File: src/hdl/mbx_consts.svh
`ifndef MBX_CONSTS_SVH
`define MBX_CONSTS_SVH

// Words per cache line, one MB slot per word
`define MBX_WORDS 4

// Width of an MB slot index, same as the low physical address bits
`define MBX_SEL_BITS 2

`endif

File: src/hdl/mbxPkg.sv
`include "mbx_consts.svh"

package mbxPkg;

  typedef logic [`MBX_WORDS-1:0] wordMask_t;
  typedef logic [`MBX_SEL_BITS-1:0] wordSel_t;

  // Cache to MB writeback sequencer
  typedef enum logic [2:0] {idle, outEn, t1, t2, t3, t4} c2mbState_e;

  // Priority encoder, slot 0 has the highest priority
  function automatic wordSel_t lowestSlot(wordMask_t mask);
    wordSel_t slot;
    slot = '0;
    for (int i = `MBX_WORDS - 1; i >= 0; i--) begin
      if (mask[i]) begin
        slot = wordSel_t'(i);
      end
    end
    return slot;
  endfunction

endpackage

File: src/hdl/mbReqIf.sv
`timescale 1ns/1ps

interface mbReqIf (input logic clk);

  // Per-slot MB write request bits
  mbxPkg::wordMask_t pending;

  // Sequencer load strobe
  logic              loadWord;
  mbxPkg::wordSel_t  loadSel;

  // Arbiter grant and release
  logic              clear;
  mbxPkg::wordSel_t  sel;

  modport tracker (input clk, output pending, input loadWord, input loadSel,
                   input clear, input sel);

  modport sequencer (input clk, output loadWord, output loadSel);

  modport arbiter (input clk, output clear, output sel, input pending);

  modport monitor (input clk, input pending);

endinterface

File: src/hdl/requestDecoder.sv
`timescale 1ns/1ps
`include "mbx_consts.svh"

module requestDecoder (
  input  logic              clk,
  input  logic              reset,
  input  logic              coreRdRq,
  input  logic              oneWordRd,
  input  mbxPkg::wordSel_t  paLow,
  input  mbxPkg::wordMask_t wordVal,
  input  logic              writebackBusy,
  output mbxPkg::wordMask_t rqIn,
  output logic              memRdRqIn,
  mbReqIf.monitor           req
);

  logic              rdRqDly;
  logic              rdRqFirst;
  logic              lineRdNonVal;
  mbxPkg::wordMask_t valHold;
  mbxPkg::wordMask_t valUsed;

  ////////////////////////////////////////////////////////////
  // Word valid hold for line reads
  ////////////////////////////////////////////////////////////

  always_ff @(posedge clk) begin
    if (reset) begin
      rdRqDly <= 1'b0;
    end else begin
      rdRqDly <= coreRdRq;
    end
  end

  assign rdRqFirst = coreRdRq & ~rdRqDly;

  // Cache valid bits may change once the refill starts
  always_ff @(posedge clk) begin
    if (rdRqFirst) begin
      valHold <= wordVal;
    end
  end

  // First cycle sees the live mask, later cycles the held one
  assign valUsed = rdRqFirst ? wordVal : valHold;

  ////////////////////////////////////////////////////////////
  // Per-word request vector
  ////////////////////////////////////////////////////////////

  assign lineRdNonVal = coreRdRq & ~oneWordRd;

  always_comb begin
    for (int i = 0; i < `MBX_WORDS; i++) begin
      rqIn[i] = (oneWordRd && paLow == mbxPkg::wordSel_t'(i)) ||
                (writebackBusy && req.pending[i]) ||
                (lineRdNonVal && !valUsed[i]);
    end
  end

  assign memRdRqIn = coreRdRq | oneWordRd;

endmodule

File: src/hdl/cacheToMbSequencer.sv
`timescale 1ns/1ps

module cacheToMbSequencer (
  input  logic              clk,
  input  logic              reset,
  input  logic              writebackStart,
  input  mbxPkg::wordMask_t wordVal,
  input  logic              phaseChangeComing,
  output logic              cacheToMbDone,
  output logic              memWrRqIn,
  output logic              writebackBusy,
  mbReqIf.sequencer         req
);

  mbxPkg::c2mbState_e state;
  mbxPkg::c2mbState_e stateNext;
  mbxPkg::wordMask_t  remain;
  mbxPkg::wordMask_t  remainNext;
  mbxPkg::wordSel_t   nextWord;
  logic               anyLeft;

  ////////////////////////////////////////////////////////////
  // Word selection
  ////////////////////////////////////////////////////////////

  assign nextWord = mbxPkg::lowestSlot(remain);
  assign anyLeft = |remain;

  always_comb begin
    remainNext = remain;
    if (state == mbxPkg::idle && writebackStart) begin
      remainNext = wordVal;
    end else if (state == mbxPkg::t3) begin
      remainNext[nextWord] = 1'b0;
    end
  end

  ////////////////////////////////////////////////////////////
  // T1 to T4 state machine
  ////////////////////////////////////////////////////////////

  always_comb begin
    stateNext = state;
    case (state)
      mbxPkg::idle: begin
        if (writebackStart) begin
          stateNext = mbxPkg::outEn;
        end
      end
      mbxPkg::outEn: stateNext = mbxPkg::t1;
      mbxPkg::t1:    stateNext = anyLeft ? mbxPkg::t2 : mbxPkg::idle;
      // Hold off until memory is about to change phase
      mbxPkg::t2: begin
        if (phaseChangeComing) begin
          stateNext = mbxPkg::t3;
        end
      end
      mbxPkg::t3:    stateNext = mbxPkg::t4;
      mbxPkg::t4:    stateNext = mbxPkg::t1;
      default:       stateNext = mbxPkg::idle;
    endcase
  end

  always_ff @(posedge clk) begin
    if (reset) begin
      state  <= mbxPkg::idle;
      remain <= '0;
    end else begin
      state  <= stateNext;
      remain <= remainNext;
    end
  end

  assign req.loadWord  = (state == mbxPkg::t3);
  assign req.loadSel   = nextWord;
  assign cacheToMbDone = (state == mbxPkg::t1) && !anyLeft;
  assign memWrRqIn     = (state == mbxPkg::t4);
  assign writebackBusy = (state != mbxPkg::idle);

  // A load only happens in t3 and takes a word still in the captured mask
  loadInT3: assert property (@(posedge clk) disable iff (reset)
    req.loadWord |-> (state == mbxPkg::t3 && remain[req.loadSel]))
    else $error("loadWord outside of t3 or for a word already moved");

endmodule

File: src/hdl/mbWordTracker.sv
`timescale 1ns/1ps
`include "mbx_consts.svh"

module mbWordTracker (
  input  logic             clk,
  input  logic             reset,
  input  logic             coreWordComing,
  input  mbxPkg::wordSel_t coreWordAdr,
  mbReqIf.tracker          req
);

  mbxPkg::wordMask_t setMask;
  mbxPkg::wordMask_t clrMask;
  mbxPkg::wordMask_t pendingNext;

  ////////////////////////////////////////////////////////////
  // Slot decode
  ////////////////////////////////////////////////////////////

  always_comb begin
    for (int i = 0; i < `MBX_WORDS; i++) begin
      setMask[i] = (req.loadWord && req.loadSel == mbxPkg::wordSel_t'(i)) ||
                   (coreWordComing && coreWordAdr == mbxPkg::wordSel_t'(i));
      clrMask[i] = req.clear && req.sel == mbxPkg::wordSel_t'(i);
    end
  end

  // Set wins over clear on the same slot
  assign pendingNext = (req.pending & ~clrMask) | setMask;

  ////////////////////////////////////////////////////////////
  // Request flags
  ////////////////////////////////////////////////////////////

  always_ff @(posedge clk) begin
    if (reset) begin
      req.pending <= '0;
    end else begin
      req.pending <= pendingNext;
    end
  end

  // The arbiter only releases a slot it saw pending
  clearOnPending: assert property (@(posedge clk) disable iff (reset)
    req.clear |-> req.pending[req.sel])
    else $error("clear for slot %0d which is not pending", req.sel);

endmodule

File: src/hdl/mbSelectArbiter.sv
`timescale 1ns/1ps

module mbSelectArbiter (
  input  logic    clk,
  input  logic    reset,
  input  logic    acknPulse,
  output logic    mbReqHold,
  mbReqIf.arbiter req
);

  logic anyPending;

  assign anyPending = |req.pending;

  ////////////////////////////////////////////////////////////
  // Grant and hold
  ////////////////////////////////////////////////////////////

  // Sel tracks the lowest pending slot until the request is held,
  // then stays frozen up to the acknowledge
  always_ff @(posedge clk) begin
    if (reset) begin
      mbReqHold <= 1'b0;
      req.sel   <= '0;
    end else if (!mbReqHold) begin
      mbReqHold <= anyPending;
      req.sel   <= mbxPkg::lowestSlot(req.pending);
    end else if (acknPulse) begin
      mbReqHold <= 1'b0;
    end
  end

  // Stray acks are dropped
  assign req.clear = acknPulse & mbReqHold;

  grantIsPending: assert property (@(posedge clk) disable iff (reset)
    mbReqHold |-> req.pending[req.sel])
    else $error("MB request held for slot %0d with no pending word", req.sel);

endmodule

File: src/hdl/mbxTop.sv
`timescale 1ns/1ps

module mbxTop (
  input  logic              clk,
  input  logic              reset,
  input  logic              writebackStart,
  input  mbxPkg::wordMask_t wordVal,
  input  logic              coreRdRq,
  input  logic              oneWordRd,
  input  mbxPkg::wordSel_t  paLow,
  input  logic              phaseChangeComing,
  input  logic              coreWordComing,
  input  mbxPkg::wordSel_t  coreWordAdr,
  input  logic              acknPulse,
  output mbxPkg::wordSel_t  mbSel,
  output logic              mbReqHold,
  output mbxPkg::wordMask_t rqIn,
  output logic              memRdRqIn,
  output logic              memWrRqIn,
  output logic              cacheToMbDone,
  output logic              writebackBusy
);

  mbReqIf req (.clk(clk));

  ////////////////////////////////////////////////////////////
  // Slot request sources
  ////////////////////////////////////////////////////////////

  cacheToMbSequencer sequencer (
    .clk              (clk),
    .reset            (reset),
    .writebackStart   (writebackStart),
    .wordVal          (wordVal),
    .phaseChangeComing(phaseChangeComing),
    .cacheToMbDone    (cacheToMbDone),
    .memWrRqIn        (memWrRqIn),
    .writebackBusy    (writebackBusy),
    .req              (req.sequencer)
  );

  mbWordTracker tracker (
    .clk           (clk),
    .reset         (reset),
    .coreWordComing(coreWordComing),
    .coreWordAdr   (coreWordAdr),
    .req           (req.tracker)
  );

  ////////////////////////////////////////////////////////////
  // Memory bus side
  ////////////////////////////////////////////////////////////

  mbSelectArbiter arbiter (
    .clk      (clk),
    .reset    (reset),
    .acknPulse(acknPulse),
    .mbReqHold(mbReqHold),
    .req      (req.arbiter)
  );

  requestDecoder decoder (
    .clk          (clk),
    .reset        (reset),
    .coreRdRq     (coreRdRq),
    .oneWordRd    (oneWordRd),
    .paLow        (paLow),
    .wordVal      (wordVal),
    .writebackBusy(writebackBusy),
    .rqIn         (rqIn),
    .memRdRqIn    (memRdRqIn),
    .req          (req.monitor)
  );

  assign mbSel = req.sel;

endmodule

File: config.mk
export PLATFORM = sky130hd
export DESIGN_NAME = mbxTop
export DESIGN_NICKNAME = d
export VERILOG_FILES = /design/src/hdl/mbxPkg.sv /design/src/hdl/mbReqIf.sv /design/src/hdl/requestDecoder.sv /design/src/hdl/cacheToMbSequencer.sv /design/src/hdl/mbWordTracker.sv /design/src/hdl/mbSelectArbiter.sv /design/src/hdl/mbxTop.sv
export VERILOG_INCLUDE_DIRS = /design/src /design/src/hdl
export SDC_FILE = /design/constraint.sdc
export NUM_CORES = 1
export LEC_CHECK = 0
export ABC_AREA = 1
export BUFFER_PORTS_ARGS = -buffer_cell sky130_fd_sc_hd__buf_2
export CELL_PAD_IN_SITES_DETAIL_PLACEMENT = 1
export CELL_PAD_IN_SITES_GLOBAL_PLACEMENT = 2
export CORE_MARGIN = 2
export CORE_UTILIZATION = 28
export CTS_CLUSTER_SIZE = 8
export DETAILED_ROUTE_END_ITERATION = 6
export HOLD_SLACK_MARGIN = 0.15
export PLACE_DENSITY_LB_ADDON = 0.1
export SLEW_MARGIN = 30
export SYNTH_ARGS = -nofsm -noshare
export SYNTH_HDL_FRONTEND = slang
export SYNTH_SLANG_ARGS = --single-unit
File: constraint.sdc
create_clock -name clk -period 2 [get_ports clk]
set_input_delay 0.1 -clock clk [delete_from_list [all_inputs] [get_ports clk]]
set_output_delay 0.1 -clock clk [all_outputs]
set_load 0.02 [all_outputs]
## After elaboration in Yosys (flattened, before gate mapping)

Index checks and enable logic that the tools add are counted.

| storage, ports and cells | value |
|---|---|
| input bits | 16 |
| logic and storage cells | 113 |
| output and inout port bits | 11 |
| register bits after elaboration | 19 |

| operators by class | value |
|---|---|
| muxes and demuxes | 19 |
| eq/ne operators | 19 |
| magnitude comparators | 2 |
| reductions and logical operators | 55 |
| bitwise logic cells | 11 |

Operators with widths:

| cell | number |
|---|---|
| 1-bit logical AND | 27 |
| 2-bit two-way mux | 9 |
| 2-bit == test, second input constant | 8 |
| 3-bit one-hot mux with 5 select lines | 1 |
| 1-bit logical OR | 12 |
| 4-bit two-way mux | 3 |
| 4-bit AND | 2 |
| 2-bit by 1-bit == test with 1-bit output, second input constant | 4 |
| 2-bit zero test | 4 |
| 4-bit NOT | 2 |
| 4-bit OR reduction | 2 |
| 3-bit by 2-bit == test with 1-bit output, second input constant | 2 |
| 3-bit == test, second input constant | 2 |
| 3-bit two-way mux | 2 |
| 1-bit zero test | 5 |
| 2-bit inequality test, second input constant | 2 |
| 4-bit bitwise OR | 1 |
| 1-bit AND | 3 |
| 3-bit by 1-bit == test with 1-bit output, second input constant | 1 |
| 3-bit zero test | 1 |
| 2-bit by 3-bit less-than comparator with 1-bit output, second input constant | 1 |
| 1-bit two-way mux | 3 |
| 3-bit nonzero test | 1 |
| 1-bit demux with 2-bit select | 1 |
| other kinds (6) | 7 |

## Depth between registers and ports, before layout

| logic depth | value |
|---|---|
| depth in word-level cells | 12 |
| gate-level depth with buffers | 7 |
| gate-level depth less buffers | 7 |

## Hierarchy

A second synthesis with hierarchy kept.

| unflattened totals | value |
|---|---|
| cell total of the unflattened synthesis | 163 |
| area total of the unflattened synthesis | 1054.8 um^2 |

Modules (own cells, without submodules):

| module | cells an instance | area an instance (um^2) | sequential area each (um^2) | times used |
|---|---|---|---|---|
| cacheToMbSequencer | 57 | 399.1 | 140.1 | 1 |
| requestDecoder | 48 | 291.5 | 100.1 | 1 |
| mbWordTracker | 36 | 221.5 | 80.1 | 1 |
| mbSelectArbiter | 22 | 142.6 | 60.1 | 1 |

## Worst setup path after synthesis

OpenSTA, ideal clock, no wires.

| timing path | value |
|---|---|
| kind | register to output |
| start | register sequencer.remain[0] |
| end | output port cacheToMbDone |
| stages on the path, launching flop included | 4 |
| setup slack | 0.639 ns |
| arrival time | 1.261 ns |
| buffers on the path | 0 |
| path through | dfxtp_1 -> nor2_1 -> nand3_1 -> nor4_1 |

| on the way | value |
|---|---|
| longest elaborated chain between the ends | 3 |

Ends and longest elaborated chain:

| what | RTL line | text |
|---|---|---|
| start, declared | cacheToMbSequencer.sv:17 | `mbxPkg::wordMask_t remain;` |
| start signal, assigned | cacheToMbSequencer.sv:70 | `remain <= remainNext;` |
| 4-bit OR reduction | cacheToMbSequencer.sv:27 | `assign anyLeft = \|remain;` |
| 1-bit zero test | cacheToMbSequencer.sv:76 | `assign cacheToMbDone = (state == mbxPkg::t1) && !anyLeft;` |
| 1-bit logical AND | cacheToMbSequencer.sv:76 |  |
| end, declared | mbxTop.sv:20 | `output logic cacheToMbDone,` |

No other way between the ends.

## Worst setup path after layout

| timing path | value |
|---|---|
| start | input port coreRdRq |
| end | output port rqIn[0] |

| on the way | value |
|---|---|
| longest elaborated chain between the ends | 5 |
| elaborated cells on any way between the ends | 6 |
| those cells by class | mux (1); bitwise (2); reduce/logical (3) |

Ends and longest elaborated chain:

| what | RTL line | text |
|---|---|---|
| start, declared | mbxTop.sv:8 | `input logic coreRdRq,` |
| 1-bit AND | requestDecoder.sv:35 | `assign rdRqFirst = coreRdRq & ~rdRqDly;` |
| 4-bit two-way mux | n/a |  |
| 1-bit zero test | requestDecoder.sv:57 | `(lineRdNonVal && !valUsed[i]);` |
| 1-bit logical AND * | requestDecoder.sv:57 |  |
| 1-bit logical OR * | requestDecoder.sv:56 | `(writebackBusy && req.pending[i]) \|\|` |
| end, declared | mbxTop.sv:17 | `output mbxPkg::wordMask_t rqIn,` |

Mark *: on every way between the ends. The rest lies on a longest branch, timed or not.

==> flow_summary.ini <==
[status]
status = completed

[synthesis]
syn-instance-count = 161
synth_seq_cells = 19
synth_nets = 177
ys_types = 19
syn_area_per_cell_um2 = 6.44
ys.warnings.count = 0
ys_seq_area_share_pct = 36.7
syn_area_um2 = 1040

[worst_setup_path]
timing.rr.start = sequencer.state[0]$_SDFFE_PP0P_
crit_slowest_cell = dlygate4sd3_1
cp_slowest_stage_delay_ns = 0.53
crit_family = buffers and inverters
setup.worst_path.end_class = output pin
crit_path_cell_trace = dlygate4sd3_1 -> buf_2 -> nand2_1 -> nand2_1 -> o211ai_1 -> o211ai_1 -> buf_2
cp.depth = 7
r2r_cells = 6
crit_start = coreRdRq
worstPathArrival_ns = 1.57
r2r_end = sequencer.remain[3]$_SDFFE_PP0P_
cp.required_ns = 1.90
critPathKind = in2out
crit_path_max_fanout = 12
startpoint_type = input port
reg2reg_slack_ns = 0.80
endpoint = rqIn[0]
path_buf_inv = 3

[floorplanning]
num_rows = 22
io_pins = 27
coreArea_um2 = 3610
die_area_um2 = 4210
die_w_um = 64.9
die_h_um = 64.9
start_util_pct = 28.8

[run]
drv_cap = 0

[drt]
drt_first_iter_violations = 32
routedWlPerCell_um = 12.0
dr.pass1.iters = 2
wirelength_mm = 2.93
drc = 0
vias_per_cell = 4.66
postRouteAntennaNets = 0
vias = 1132

[global_route]
antenna_found_initial = 0
grt_pass1_wl_mm = 5.10
grt_pass1_vias = 1136
grt_overflow = 0
grt_use_total_pct = 15.7
grt_max_degree = 13

[placement]
dp.cells = 234
dp.final_hpwl_mm = 2.41
placed_area_um2 = 1220
gp_congestion = 0.729
io_buffers = 26

[power]
p_int_uw = 682
clockPowerShare_pct = 25.2
vdd_ir_drop_max_mv = 0.274
p_leak_nw = 0.652
power_mw = 1.07
comb_power_share_pct = 31.5
switching_share_pct = 36.4
power.density_nw_per_um2 = 813
switchingPower_uw = 390
p_seq_share_pct = 43.3

[finish]
fin_util_pct = 36.5
instances_no_fill = 243
diodes = 0
drive_above_1_share_pct = 19.0
layout_commonest_cell = nand2_1
fin_area_um2 = 1320
final_nets = 212
layout_common_cells = 34 x nand2_1, 26 x inv_1, 26 x buf_2
syn2layout_area_growth_pct = 27.0

[worst_hold_path]
hold_start = wordVal[1]
holdCritPathClass = in2reg

[sta]
skew_ns = 0.00410
max_slew.worst_pin.slew_ns = 0.333
finalCritPeriodShare_pct = 83.5
hold_viol = 0
period_needed_ns = 1.67
rsz0062_at_grt = no
finalMaxSlewViolations = 0
setup_violations = 0
tns_ns = 0
relSlewSlack_pct = 77.7
clock.fmax_mhz = 599

[clock_network]
cts_max_level = 1
cts_buffers = 3
post_cts_resize_count = 0
numClockSinks = 19
postCtsSetupBuffers = 0
clockBufferDepth = 2
clk_latency_ns = 0.26
cts_tree = built
clkSlewWorstSetupHoldPaths_ns = 0.07
cts-root-buf = clkbuf_8
==> cell usage after synthesis, drive strengths merged <==
master / number / area share [%]
nand2: 37 / 15
nand3b: 1 / 0.72
o211ai: 8 / 5.8
or2: 1 / 0.60
o21ai: 13 / 6.3
buf: 1 / 0.48
nor4: 1 / 0.60
nand4: 2 / 1.2
nand3: 13 / 6.3
dfxtp: 19 / 37
a21oi: 9 / 4.3
inv: 28 / 10
nor3: 2 / 0.97
nor2: 25 / 10
clkinv: 1 / 0.36
==> final cells by class <==
| class | count | area [µm²] |
|---|---|---|
| Fill cell | 490 | 2290 |
| Multi-Input combinational cell | 112 | 543 |
| Sequential cell | 19 | 380 |
| Timing Repair Buffer | 31 | 180 |
| Inverter | 29 | 109 |
| Tap cell | 48 | 60.1 |
| Clock buffer | 4 | 45.0 |
==> worst reg2reg max path, stage by stage (launching register included) <==
cell and delay, ns:
dfxtp_1 0.38, nor2_1 0.24, nand2_1 0.11, nor2_1 0.18
nand2_1 0.07, nand2_1 0.06, a21oi_1 0.05
==> state kept, by name (all words and copies together), names as in the netlist <==
signal               count
arbiter.req.sel          2
arbiter.mbReqHold        1
sequencer.state          3
sequencer.remain         4
decoder.rdRqDly          1
tracker.req.pending      4
decoder.valHold          4
==> power by group through the flow <==
stage / Combinational, mW / Clock [mW] / Sequential (mW)
after floorplan: 0.229 / 0 / 0.471
after global placement: 0.327 / 0 / 0.471
after detailed placement: 0.335 / 0 / 0.473
after CTS: 0.343 / 0.281 / 0.465
after global routing: 0.384 / 0.303 / 0.472
final: 0.337 / 0.270 / 0.464
==> routing by layer <==
layer / GRT usage (%) / vias up / wire length (µm)
met2: 27.7 / 20 / 1420
li1: - / 584 / -
met5: 0 / - / 0
met4: 6.38 / 0 / 46
met3: 2.60 / 5 / 109
met1: 18.8 / 523 / 1350
==> metrics by stage <==
| step | setup slack (ns) | hold WS [ns] |
|---|---|---|
| 4_1_cts | 0.329 | 0.174 |
| 3_3_place_gp | 0.798 | 0.348 |
| 2_1_floorplan | 0.639 | 0.169 |
| 3_5_place_dp | 0.727 | 0.367 |
| 6_report | 0.331 | 0.170 |
| 5_1_grt | 0.164 | 0.183 |
==> logic make-up (layout without fill, tap and decap cells) <==
kind of cell | after synthesis | after routing | synth area share (%)
AOI/OAI and AO/OA | 30 | 30 | 16.4
buffers and inverters | 30 | 64 | 11.0
DFF | 19 | 19 | 36.7
and+or+nand+nor | 82 | 82 | 35.9
==> timing repair <==
action / CTS / global route
hold buffers: 5 / 0
hold endpoints to repair: 11 / 0
endpoints found under the setup margin: 0 / 0
==> worst min path at each step <==
stage | to | depth (start not counted)
2_1_floorplan | tracker.req.pending[0]$_SDFF_PP0_ | 1
3_3_place_gp | decoder.rdRqDly$_SDFF_PP0_ | 3
3_5_place_dp | sequencer.remain[0]$_SDFFE_PP0P_ | 3
4_1_cts | decoder.valHold[1]$_DFF_P_ | 3
5_1_grt | decoder.valHold[1]$_DFF_P_ | 3
6_report | decoder.valHold[1]$_DFF_P_ | 3
Power figures use the tool's default switching activity.
